==> config.mk <==
export PLATFORM = sky130hd
export DESIGN_NAME = sort_ctrl
export DESIGN_NICKNAME = d
export VERILOG_FILES = /design/src/sort_pkg.sv /design/src/xcel_pkg.sv /design/src/sort_ctrl.sv
export SDC_FILE = /design/constraint.sdc
export NUM_CORES = 1
export LEC_CHECK = 0
export BUFFER_PORTS_ARGS = -buffer_cell sky130_fd_sc_hd__buf_2
export CAP_MARGIN = 25
export CORE_ASPECT_RATIO = 0.8
export CORE_MARGIN = 2
export CORE_UTILIZATION = 44
export CTS_CLUSTER_SIZE = 30
export DETAILED_ROUTE_END_ITERATION = 8
export GPL_TIMING_DRIVEN = 0
export PLACE_DENSITY = 0.84
export SLEW_MARGIN = 0
export SYNTH_ARGS = -nofsm -noshare
export SYNTH_HDL_FRONTEND = slang
export SYNTH_SLANG_ARGS = --single-unit
==> constraint.sdc <==
create_clock -name clk -period 8.6 [get_ports clk]
set_clock_uncertainty 0.1 [all_clocks]
set_input_delay 1.72 -clock clk [delete_from_list [all_inputs] [get_ports clk]]
set_output_delay 1.72 -clock clk [all_outputs]
set_load 0.02 [all_outputs]
==> src/sort_pkg.sv <==
// Element buffer sizes and state encodings for the sort engine and phase controller
package sort_pkg;

  // Buffer depth, also the largest legal count
  localparam int MAX_ELEMS = 128;

  // Index into the element buffer or scratch array
  typedef logic [$clog2(MAX_ELEMS)-1:0] elem_idx_t;

  // Count or run bound, one bit wider so that MAX_ELEMS fits
  typedef logic [$clog2(MAX_ELEMS):0] elem_cnt_t;

  // Top-level job phases
  typedef enum logic [1:0] {
    PH_IDLE,
    PH_LOAD,
    PH_SORT,
    PH_STORE
  } phase_t;

  // Merge engine states
  typedef enum logic [2:0] {
    MS_IDLE,
    MS_RUN_INIT,
    MS_MERGE,
    MS_NEXT_RUN,
    MS_COPY,
    MS_PASS_DONE
  } merge_state_t;

endpackage

==> src/xcel_pkg.sv <==
// Accelerator register map and memory message field types for the sort accelerator
package xcel_pkg;

  // ---------------------------------------------------------------------
  // Message field types
  // ---------------------------------------------------------------------

  // Data word carried on both request and response streams
  typedef logic [31:0] word_t;

  // Byte address on the memory request stream
  typedef logic [31:0] addr_t;

  // Accelerator register index
  typedef logic [4:0] reg_idx_t;

  // ---------------------------------------------------------------------
  // Register map
  // ---------------------------------------------------------------------

  // Go on write, done on read
  localparam reg_idx_t XR_GO   = 5'd0;
  // Array base address
  localparam reg_idx_t XR_BASE = 5'd1;
  // Element count
  localparam reg_idx_t XR_SIZE = 5'd2;

  // Address step between neighbouring elements
  localparam addr_t WORD_BYTES = 32'd4;

endpackage
==> src/sort_ctrl.sv <==
// Accelerator register file and phase controller that runs load, sort and store
module sort_ctrl (
  input  logic                clk,
  input  logic                reset,
  input  logic                xcel_req_val,
  output logic                xcel_req_rdy,
  input  logic                xcel_req_write,
  input  xcel_pkg::reg_idx_t  xcel_req_addr,
  input  xcel_pkg::word_t     xcel_req_data,
  output logic                xcel_resp_val,
  input  logic                xcel_resp_rdy,
  output xcel_pkg::word_t     xcel_resp_data,
  output xcel_pkg::addr_t     base_addr,
  output sort_pkg::elem_cnt_t elem_count,
  output logic                xfer_start,
  output logic                xfer_write,
  output logic                sort_start,
  output logic                sort_owns,
  input  logic                xfer_done,
  input  logic                sort_done
);
  import xcel_pkg::*;
  import sort_pkg::*;

  phase_t phase;
  logic   idle;
  logic   req_fire;
  logic   go_write;

  // ---------------------------------------------------------------------
  // Accelerator request/response
  // ---------------------------------------------------------------------

  assign idle = (phase == PH_IDLE);

  // Pass-through handshake while idle, both stall otherwise
  assign xcel_req_rdy  = idle && xcel_resp_rdy;
  assign xcel_resp_val = idle && xcel_req_val;

  // Reads report done, writes acknowledge with zero
  assign xcel_resp_data = xcel_req_write ? '0 : word_t'(1);

  assign req_fire = xcel_req_val && xcel_req_rdy;
  assign go_write = req_fire && xcel_req_write && (xcel_req_addr == XR_GO);

  // Config registers, only written while idle
  always_ff @(posedge clk) begin
    if (req_fire && xcel_req_write) begin
      if (xcel_req_addr == XR_BASE) begin
        base_addr <= addr_t'(xcel_req_data);
      end
      if (xcel_req_addr == XR_SIZE) begin
        // Low bits only, counts above MAX_ELEMS unsupported
        elem_count <= xcel_req_data[$bits(elem_cnt_t)-1:0];
      end
    end
  end

  // ---------------------------------------------------------------------
  // Phase sequencing
  // ---------------------------------------------------------------------

  always_ff @(posedge clk) begin
    if (reset) begin
      phase      <= PH_IDLE;
      xfer_start <= 1'b0;
      xfer_write <= 1'b0;
      sort_start <= 1'b0;
    end else begin
      // Start strobes last one cycle
      xfer_start <= 1'b0;
      sort_start <= 1'b0;
      case (phase)
        PH_IDLE: begin
          if (go_write) begin
            phase      <= PH_LOAD;
            xfer_start <= 1'b1;
            xfer_write <= 1'b0;
          end
        end
        PH_LOAD: begin
          if (xfer_done) begin
            phase      <= PH_SORT;
            sort_start <= 1'b1;
          end
        end
        PH_SORT: begin
          // Write back in place once merging ends
          if (sort_done) begin
            phase      <= PH_STORE;
            xfer_start <= 1'b1;
            xfer_write <= 1'b1;
          end
        end
        PH_STORE: begin
          if (xfer_done) begin
            phase <= PH_IDLE;
          end
        end
        default: phase <= PH_IDLE;
      endcase
    end
  end

  // Buffer handed to the merge engine for the whole sort phase
  assign sort_owns = (phase == PH_SORT);

endmodule

==> flow_summary.toml <==
[status]
status = "complete, no violations"

[logic_synthesis]
ys_warn_count = 0
synth.top_cell.area_share_pct = 67.70
synth.cell_area_sq_um = 1774
avgSynthCellArea_sq_um = 15.98
ys_top_cells_by_area = "edfxtp_1, buf_4, dfxtp_1, ha_1, a21oi_1"
ys_types = 22
synth_cells = 111
yosys.area.top_type = "edfxtp_1"
ys_seq_area_share_pct = 73.34
synth_seq_cells = 45

[sta]
relSlewSlack_pct = 52.82
worst_pin_slew_ns = 0.7046
hold_violations = 0
max_freq_mhz = 253.4
rsz0062_at_grt = "false"
layout_worst_path_cycle_share_pct = 45.88
setup_tns_ns = 0
setup_viol = 0
min_period_ns = 3.946
drv_slew = 0

[detailed_routing]
drt-initial-drc-count = 32
wl_per_cell_um = 12.38
viasPerCell = 4.236
drt.antenna.violating_nets = 0
route.detailed.drc = 0
route.final.wire_length_um = 3676
vias = 1258
first_pass_iters = 4

[pwr]
peakVddDrop_v = 0.0001030
cellLeakagePower_nw = 1.173
fin_total_pwr_w = 0.0004378
p_per_area_nw_per_um2 = 173.1

[floorplan]
rows = 20
die_w_um = 75.00
io_pins = 122
dieHeight_um = 60.80
coreArea_sq_um = 3829
initial_core_util_pct = 46.34
die_area_sq_um = 4559

[placed_design]
place_congestion = 0.7946
hpwlAfterDp_um = 3076
io_buffer_count = 90

[cts]
cts_tree = "done"
clkLatencyLatePin_ns = 0.29
clock_path_buffers = 2
ctsRootBufferMaster = "clkbuf_8"
cts_buffers = 5
holdBufCountCts = 0
cts_max_level = 2
post_cts_buffers = 0
cts_sinks = 45
post_cts_resized = 0
path_clk_slew_ns = 0.08

[setup_path]
path_class = "in2out"
setup.worst_path.end_class = "output pin"
slowest_stage = "and2_1"
slowest_delay_ns = 0.15
cp_max_fo = 2
path_common_cell = "buf_2"
arrival_ns = 2.13
critPathTopFamily = "buffers and inverters"
crit_required_ns = 6.78
crit_chain = "buf_2 -> and2_1 -> buf_2"
r2r_end = "base_addr[8]$_DFFE_PP_"
crit_buf_inv = 2
r2r_cells = 5
start_kind = "input port"
reg2reg_slack_ns = 6.09
r2r_start = "phase[1]$_SDFFE_PP0P_"

[final_layout]
nets = 290
multi_input_area_sq_um = 342.8
num-fill-cells = 290
area_growth_pct = 42.52
regArea_sq_um = 1301
num_antenna_cells = 0
drive_above_1_share_pct = 56.20

[global_route]
antenna_found_initial = 0
grt_pass1_wl_um = 5181
grt_pass1_vias = 1175
grt_usage_pct = 15.88
grt.overflow.total = 0
grt_max_degree = 17

[run]
max_cap_violations = 0

[worst_hold_path]
hp-start = "phase[0]$_SDFFE_PP0P_"
min_path_cells = 2
worstHoldPathType = "reg2reg"
holdPathEnd = "phase[0]$_SDFFE_PP0P_"
[worst max path at each step]
stage | endpoint | start | cells past startpoint
after floorplan | base_addr[0]$_DFFE_PP_ | xcel_req_addr[3] | 3
after global placement | base_addr[27]$_DFFE_PP_ | xcel_req_addr[3] | 4
after detailed placement | elem_count[6]$_DFFE_PP_ | xcel_req_addr[3] | 4
after CTS | xcel_resp_val | xcel_req_val | 3
after global routing | xcel_resp_val | xcel_req_val | 3
final | xcel_resp_val | xcel_req_val | 3
[synth_stat cells]
master / n
edfxtp_1: 40
buf_4: 31
dfxtp_1: 5
ha_1: 5
inv_1: 4
a21oi_1: 3
nor2_1: 3
and2_1: 2
nand2_1: 2
nor3_1: 2
nor3b_1: 2
o21ai_0: 2
conb_1: 1
nand4b_1: 1
o21ba_2: 1
o22ai_1: 1
o41a_1: 1
or2_1: 1
or2_2: 1
or3_1: 1
or3b_1: 1
or4b_4: 1
[worst min-delay path, delay by kind of cell (launching register included)]
| family | cells | cell delay, ns |
|---|---|---|
| flip-flops | 1 | 0.35 |
| AO/OA/AOI/OAI | 2 | 0.15 |
[cell type report]
cell class | instances | share of cell area, %
clock buffers | 5 | 2.721
plain buffers | 31 | 9.203
inverters | 4 | 0.5938
flip-flops and latches | 45 | 51.46
well taps | 55 | 2.721
repair buffers | 93 | 18.75
clock inverters | 3 | 0.9896
multi-input cells | 61 | 13.56
[metal layers]
metal | global-route usage, % | vias up | routed length, um
met4 | 8.163 | 0 | 70
met1 | 16.72 | 567 | 1323
met3 | 4.651 | 8 | 420
met5 | 0 | - | 0
li1 | - | 591 | -
met2 | 28.95 | 92 | 1861
[state kept, by name, summed over array words and instances (netlist names)]
name and flops:
base_addr 32, elem_count 8, xfer_write 1, phase 2
sort_start 1, xfer_start 1
[cell usage in the layout, fill, tap and decap left out, drive strengths merged]
cell type	n
a21oi	3
and2	2
buf	124
clkbuf	5
clkinvlp	1
conb	31
dfxtp	5
edfxtp	40
ha	5
inv	6
nand2	2
nand4b	1
nor2	3
nor3	2
nor3b	2
o21ai	2
o21ba	1
o22ai	1
o41a	1
or2	2
or3	1
or3b	1
or4b	1
[metrics by stage]
step | util, % | hold WS (ns) | setup WS, ns | area (sq um) | instances
final | 66.05 | 0.4375 | 4.654 | 2529 | 297
after detailed placement | 63.46 | 0.4242 | 4.630 | 2430 | 288
after CTS | 65.92 | 0.4405 | 4.652 | 2524 | 296
after floorplan | - | 0.3776 | 3.221 | 1887 | 141
after global routing | 66.05 | 0.4639 | 4.648 | 2529 | 297
after global placement | 62.84 | 0.4066 | 2.145 | 2406 | 286
[power breakdown]
group          switching (W)  internal, W  leakage (nW)
Sequential        0.00000209     0.000240         0.400
Clock              0.0000727    0.0000591        0.0452
Combinational      0.0000356    0.0000282         0.728
[cell families after synthesis]
kind of cell | after synthesis | share of synthesized area, %
AO/OA/AOI/OAI | 8 | 2.962
flip-flops | 45 | 73.34
other | 1 | 0.2114
adder cells (fa/ha/maj) | 5 | 3.526
AND/OR/NAND/NOR | 17 | 5.995
buffers and inverters | 35 | 13.96
Power figures use the tool's default switching activity.
