<file path="src/sort_pkg.sv">
// Element buffer sizes and state encodings for the sort engine and phase controller
package sort_pkg;

  // Buffer depth, also the largest legal count
  localparam int MAX_ELEMS = 128;

  // Index into the element buffer or scratch array
  typedef logic [$clog2(MAX_ELEMS)-1:0] elem_idx_t;

  // Count or run bound, one bit wider so that MAX_ELEMS fits
  typedef logic [$clog2(MAX_ELEMS):0] elem_cnt_t;

  // Top-level job phases
  typedef enum logic [1:0] {
    PH_IDLE,
    PH_LOAD,
    PH_SORT,
    PH_STORE
  } phase_t;

  // Merge engine states
  typedef enum logic [2:0] {
    MS_IDLE,
    MS_RUN_INIT,
    MS_MERGE,
    MS_NEXT_RUN,
    MS_COPY,
    MS_PASS_DONE
  } merge_state_t;

endpackage

</file>
<file path="src/xcel_pkg.sv">
// Accelerator register map and memory message field types for the sort accelerator
package xcel_pkg;

  // ---------------------------------------------------------------------
  // Message field types
  // ---------------------------------------------------------------------

  // Data word carried on both request and response streams
  typedef logic [31:0] word_t;

  // Byte address on the memory request stream
  typedef logic [31:0] addr_t;

  // Accelerator register index
  typedef logic [4:0] reg_idx_t;

  // ---------------------------------------------------------------------
  // Register map
  // ---------------------------------------------------------------------

  // Go on write, done on read
  localparam reg_idx_t XR_GO   = 5'd0;
  // Array base address
  localparam reg_idx_t XR_BASE = 5'd1;
  // Element count
  localparam reg_idx_t XR_SIZE = 5'd2;

  // Address step between neighbouring elements
  localparam addr_t WORD_BYTES = 32'd4;

endpackage
</file>
<file path="src/elem_buf_if.sv">
// Element buffer access bundle for one client with a write port and two read ports
interface elem_buf_if;
  import xcel_pkg::*;
  import sort_pkg::*;

  // Write port, driven by the client
  logic      wr_en;
  elem_idx_t wr_idx;
  word_t     wr_data;

  // Read indices, driven by the client
  elem_idx_t rd_a_idx;
  elem_idx_t rd_b_idx;

  // Combinational read data from the buffer
  word_t     rd_a_data;
  word_t     rd_b_data;

  modport client (
    output wr_en, wr_idx, wr_data, rd_a_idx, rd_b_idx,
    input  rd_a_data, rd_b_data
  );

  modport store (
    input  wr_en, wr_idx, wr_data, rd_a_idx, rd_b_idx,
    output rd_a_data, rd_b_data
  );

endinterface

</file>
<file path="src/mem_xfer.sv">
// Load/store sequencer moving the array between memory and the element buffer
module mem_xfer (
  input  logic                clk,
  input  logic                reset,
  input  logic                xfer_start,
  input  logic                xfer_write,
  input  xcel_pkg::addr_t     base_addr,
  input  sort_pkg::elem_cnt_t elem_count,
  output logic                xfer_done,
  output logic                mem_req_val,
  input  logic                mem_req_rdy,
  output logic                mem_req_write,
  output xcel_pkg::addr_t     mem_req_addr,
  output xcel_pkg::word_t     mem_req_data,
  input  logic                mem_resp_val,
  output logic                mem_resp_rdy,
  input  xcel_pkg::word_t     mem_resp_data,
  elem_buf_if.client          buf_port
);
  import xcel_pkg::*;
  import sort_pkg::*;

  logic      active;
  logic      resp_wait;
  logic      write_mode;
  elem_cnt_t idx;
  elem_idx_t buf_idx;
  logic      last;

  assign last    = (idx == elem_count);
  assign buf_idx = idx[$bits(elem_idx_t)-1:0];

  // One request in flight at most
  assign mem_req_val   = active && !resp_wait && !last;
  assign mem_req_write = write_mode;
  assign mem_req_addr  = base_addr + addr_t'(idx) * WORD_BYTES;
  assign mem_req_data  = buf_port.rd_a_data;
  assign mem_resp_rdy  = active && resp_wait;

  // Store data comes from read port a
  assign buf_port.rd_a_idx = buf_idx;
  assign buf_port.rd_b_idx = buf_idx;

  // Load data lands straight in the buffer, write acks are dropped
  assign buf_port.wr_en   = mem_resp_rdy && mem_resp_val && !write_mode;
  assign buf_port.wr_idx  = buf_idx;
  assign buf_port.wr_data = mem_resp_data;

  always_ff @(posedge clk) begin
    if (reset) begin
      active     <= 1'b0;
      resp_wait  <= 1'b0;
      write_mode <= 1'b0;
      idx        <= '0;
      xfer_done  <= 1'b0;
    end else begin
      xfer_done <= 1'b0;
      if (xfer_start) begin
        active     <= 1'b1;
        resp_wait  <= 1'b0;
        write_mode <= xfer_write;
        idx        <= '0;
      end else if (active) begin
        if (resp_wait) begin
          // Response closes this element
          if (mem_resp_val) begin
            resp_wait <= 1'b0;
            idx       <= idx + 1'b1;
          end
        end else if (last) begin
          active    <= 1'b0;
          xfer_done <= 1'b1;
        end else if (mem_req_rdy) begin
          resp_wait <= 1'b1;
        end
      end
    end
  end

endmodule

</file>
<file path="src/flat_wrapper.sv">
// flat-port wrapper written by rule: the top's interface ports become plain ports
module mem_xfer_flat import xcel_pkg::*; import sort_pkg::*;
  (clk, reset, xfer_start, xfer_write, base_addr, elem_count, xfer_done, mem_req_val, mem_req_rdy, mem_req_write, mem_req_addr, mem_req_data, mem_resp_val, mem_resp_rdy, mem_resp_data, buf_port_wr_en, buf_port_wr_idx, buf_port_wr_data, buf_port_rd_a_idx, buf_port_rd_b_idx, buf_port_rd_a_data, buf_port_rd_b_data);
  elem_buf_if buf_port_i ();
  input  logic clk;
  input  logic reset;
  input  logic xfer_start;
  input  logic xfer_write;
  input  xcel_pkg::addr_t base_addr;
  input  sort_pkg::elem_cnt_t elem_count;
  output logic xfer_done;
  output logic mem_req_val;
  input  logic mem_req_rdy;
  output logic mem_req_write;
  output xcel_pkg::addr_t mem_req_addr;
  output xcel_pkg::word_t mem_req_data;
  input  logic mem_resp_val;
  output logic mem_resp_rdy;
  input  xcel_pkg::word_t mem_resp_data;
  output wire logic [$bits(buf_port_i.wr_en)-1:0] buf_port_wr_en;
  output wire logic [$bits(buf_port_i.wr_idx)-1:0] buf_port_wr_idx;
  output wire logic [$bits(buf_port_i.wr_data)-1:0] buf_port_wr_data;
  output wire logic [$bits(buf_port_i.rd_a_idx)-1:0] buf_port_rd_a_idx;
  output wire logic [$bits(buf_port_i.rd_b_idx)-1:0] buf_port_rd_b_idx;
  input wire logic [$bits(buf_port_i.rd_a_data)-1:0] buf_port_rd_a_data;
  input wire logic [$bits(buf_port_i.rd_b_data)-1:0] buf_port_rd_b_data;
  assign buf_port_wr_en = buf_port_i.wr_en;
  assign buf_port_wr_idx = buf_port_i.wr_idx;
  assign buf_port_wr_data = buf_port_i.wr_data;
  assign buf_port_rd_a_idx = buf_port_i.rd_a_idx;
  assign buf_port_rd_b_idx = buf_port_i.rd_b_idx;
  assign buf_port_i.rd_a_data = buf_port_rd_a_data;
  assign buf_port_i.rd_b_data = buf_port_rd_b_data;
  mem_xfer u_core (.clk(clk), .reset(reset), .xfer_start(xfer_start), .xfer_write(xfer_write), .base_addr(base_addr), .elem_count(elem_count), .xfer_done(xfer_done), .mem_req_val(mem_req_val), .mem_req_rdy(mem_req_rdy), .mem_req_write(mem_req_write), .mem_req_addr(mem_req_addr), .mem_req_data(mem_req_data), .mem_resp_val(mem_resp_val), .mem_resp_rdy(mem_resp_rdy), .mem_resp_data(mem_resp_data), .buf_port(buf_port_i));
endmodule
</file>
<file path="config.mk">
export PLATFORM = sky130hd
export DESIGN_NAME = mem_xfer_flat
export DESIGN_NICKNAME = d
export VERILOG_FILES = /design/src/sort_pkg.sv /design/src/xcel_pkg.sv /design/src/elem_buf_if.sv /design/src/mem_xfer.sv /design/src/flat_wrapper.sv
export SDC_FILE = /design/constraint.sdc
export NUM_CORES = 1
export LEC_CHECK = 0
export ABC_AREA = 1
export BUFFER_PORTS_ARGS = -buffer_cell sky130_fd_sc_hd__buf_2
export CORE_AREA = 2 2 102 104
export DETAILED_ROUTE_END_ITERATION = 8
export DIE_AREA = 0 0 104 106
export GPL_TIMING_DRIVEN = 1
export HOLD_SLACK_MARGIN = 0.02
export PLACE_DENSITY_LB_ADDON = 0.2
export SYNTH_ARGS = -nofsm -noshare
export SYNTH_HDL_FRONTEND = slang
export SYNTH_SLANG_ARGS = --single-unit
export TNS_END_PERCENT = 5
</file>
<file path="constraint.sdc">
create_clock -name clk -period 4.65 [get_ports clk]
set_input_delay 0.2325 -clock clk [delete_from_list [all_inputs] [get_ports clk]]
set_output_delay 0.2325 -clock clk [all_outputs]
set_load 0.05 [all_outputs]
</file>
==> metrics <==
slowest CP cell dfxtp_1; first-pass GRT wire length 10.7 mm; Most used DFF post-synth dfxtp_1; CTS tree yes; DRT antenna net count 0; initial antenna violation count 0; Synth Area in Compound Gates 4.56%; post-synthesis sequential area ratio 9.51%; largest family of logic cells by synthesized area simple AND/OR/NAND/NOR gates; final setup fails 0; M3 GR Usage 2.21%; Startpoint Class flip-flop; Clock Skew 3.45 ps; worst skew pair latency 240 ps; HP Class input pin to flip-flop; Post-Synth XOR/XNOR Area 5.90%; die area 0.0110 mm2; pwr/cell area 136 mW/mm2; worst hold slack 190 ps; DRC violations left 0; CP max FO 7; final worst path period share 58.1%; critical path, cell by cell ha_1 > inv_1 > fa_1 > inv_1 > nand2_1 > o21ai_2 > nand2_1 > nand2_1 > nand2_1 > xor2_1 > buf_2; mux contribution to synthesized area 0.396%; Post-DP HPWL 5.77 mm; Placed Instances 572; Critical Path RT 4420 ps; busiest grt layer met2; # hold bufs at CTS 0; Synth area leaders buf_4, nand2_1, dfxtp_1; Final Hold Fails 0; Reg-to-Reg Start u_core.idx[2]; critical path class flip-flop to primary output; status completed; top cell type by total area after synthesis buf_4; WL/cell 11.4 um; Reg-to-Reg End u_core.idx[5]; area of the core 0.0100 mm2; Commonest cells post-synth nand2_1, buf_4, inv_1, nor2_1, nand3_1; DR vias/cell 4.13; Synth-to-Final Area Change 2.13%; total track usage 11.6%; Sum Neg Setup Slack 0 ps; Max Freq 0.370 GHz; Slew Limit Fails 0; DR pass1 iterations 4; Net count, final 593; HP Start reset; LEAKAGE 0.00143 uW; Die Wd 104 um; vias in the first global route 2276; clock-pin slew on the worst setup and hold paths 50 ps; port bufs 99; pin count of the biggest net entering global routing 11; Congestion Overflow GR 0; Site Rows 37; r2r setup slk 3270 ps; Reg2Reg Depth 8; most used cell, CP nand2_1; ratio of cells with drive above 1 in the final layout 27.8%; top-area cell type share of the netlist area 25.9%; CTS H-tree lvls 1; FF/Latch Area 240 um2; CTS root buf clkbuf_8; drt total wl 6.53 mm; fill count 1182; #FFs+latches synth 12; Cell Area, Synth 0.00252 mm2; Post-synth ARST share 0%; Initial Utilization 25.3%; Worst-Margin Slew 407 ps; via count 2376; Synth Warn # 0; top-count cell post-synth nand2_1; multi-input logic area 0.00143 mm2; fin crit period 2700 ps; die height 106 um; GRT met1 Usage 14.3%; Netlist cell types 30; clock sink count 12; CTS Buf Count 3; DP Area 0.00254 mm2; grt met2 use 19.6%; post-synthesis adder-cell area fraction 5.25%; Finished Layout Cells 575; VDD IR-drop max 0.0000859 V; Post-Synth Simple-Gate Area 40.5%; syn_nets 576; WHS Endpoint u_core.active; 1st-iter DRT viols 47; number of flops mapped to enable cells by yosys 0; n_diodes 0; cell area after layout 0.00258 mm2; Crit. End Element primary output; RSZ-0062 raised after global routing no; synthesized instance count 424; worst hold stages 2; Longest Clk Path Bufs 2; I/O pin count 264; worst rel slew slack 72.9%; WP data arrival 2470 ps; crit-path max cell delay 440 ps; final core occ 25.8%; gpl congestion 0.821; Resize count post-CTS 0; Mean Syn Cell Area 5.96 um2; Setup Fix Bufs, Post-CTS 0; max_cap viols 0
-- worst max path at each step --
| stage | start | end | slack [ps] |
|---|---|---|---|
| after floorplan | u_core.idx[0] | mem_req_addr[26] | 2050 |
| after global placement | u_core.idx[0] | mem_req_addr[18] | 2170 |
| after detailed placement | u_core.idx[0] | mem_req_addr[18] | 2180 |
| after CTS | u_core.idx[0] | mem_req_addr[18] | 1910 |
| after global routing | u_core.idx[0] | mem_req_addr[24] | 1750 |
| final | u_core.idx[0] | mem_req_addr[18] | 1950 |
-- power breakdown --
group	switching, uW	internal [uW]	leakage [uW]
Clock	38.8	57.1	0.0000216
Sequential	1.24	104	0.0000972
Combinational	106	42.0	0.00131
-- layout make-up --
cell class              instances  area share (%)
multi-input cells             271            55.4
flip-flops and latches         12            9.32
inverters                      54            7.86
repair buffers                 99            19.2
clock buffers                   3            1.60
well taps                     136            6.60
-- routing by layer --
metal  vias to the layer above  wire length (um)  part of all wire (%)
met2                        72              3010                    46
met5                         -                 0                     0
li1                       1261                 -                     -
met1                      1007              2930                    45
met4                         0               217                   3.3
met3                        36               375                   5.7
-- registers in the layout, summed over array words and instances, names as in the netlist --
register	cells
u_core.mem_req_write	1
u_core.active	1
u_core.idx	8
u_core.xfer_done	1
u_core.resp_wait	1
-- stage by stage --
stage	power, uW	worst slack, ps
5_1_grt	372	1750
6_report	350	1950
3_5_place_dp	258	2180
2_1_floorplan	359	2050
3_3_place_gp	258	2170
4_1_cts	355	1910
-- cells in the final DEF (no fill, tap or decap), types with 5 or more instances in the layout --
master and instances:
nand2_1 124, buf_2 99, inv_1 53, nor2_1 32
nand3_1 24, a21oi_1 12, xor2_1 12, dfxtp_1 12
ha_1 9, nand4_1 8, nand3b_1 7, nor3_2 5
o21ai_0 5, xnor2_1 5
-- worst max-delay path, delay by kind of cell (launching register included) --
family	cells	cell delay, ps
fa+ha+maj	2	620
buf+inv	3	450
simple gates	4	370
xor+xnor	1	160
compound gates	1	190
flops	1	440
-- kinds of logic (layout without fill, tap and decap cells) --
logic type      Yosys count  after routing
compound gates           21             21
xor+xnor                 17             17
fa+ha+maj                10             10
mux                       1              1
flops                    12             12
buf+inv                 141            156
simple gates            222            222
No activity file was read; power rests on OpenSTA's default activity.
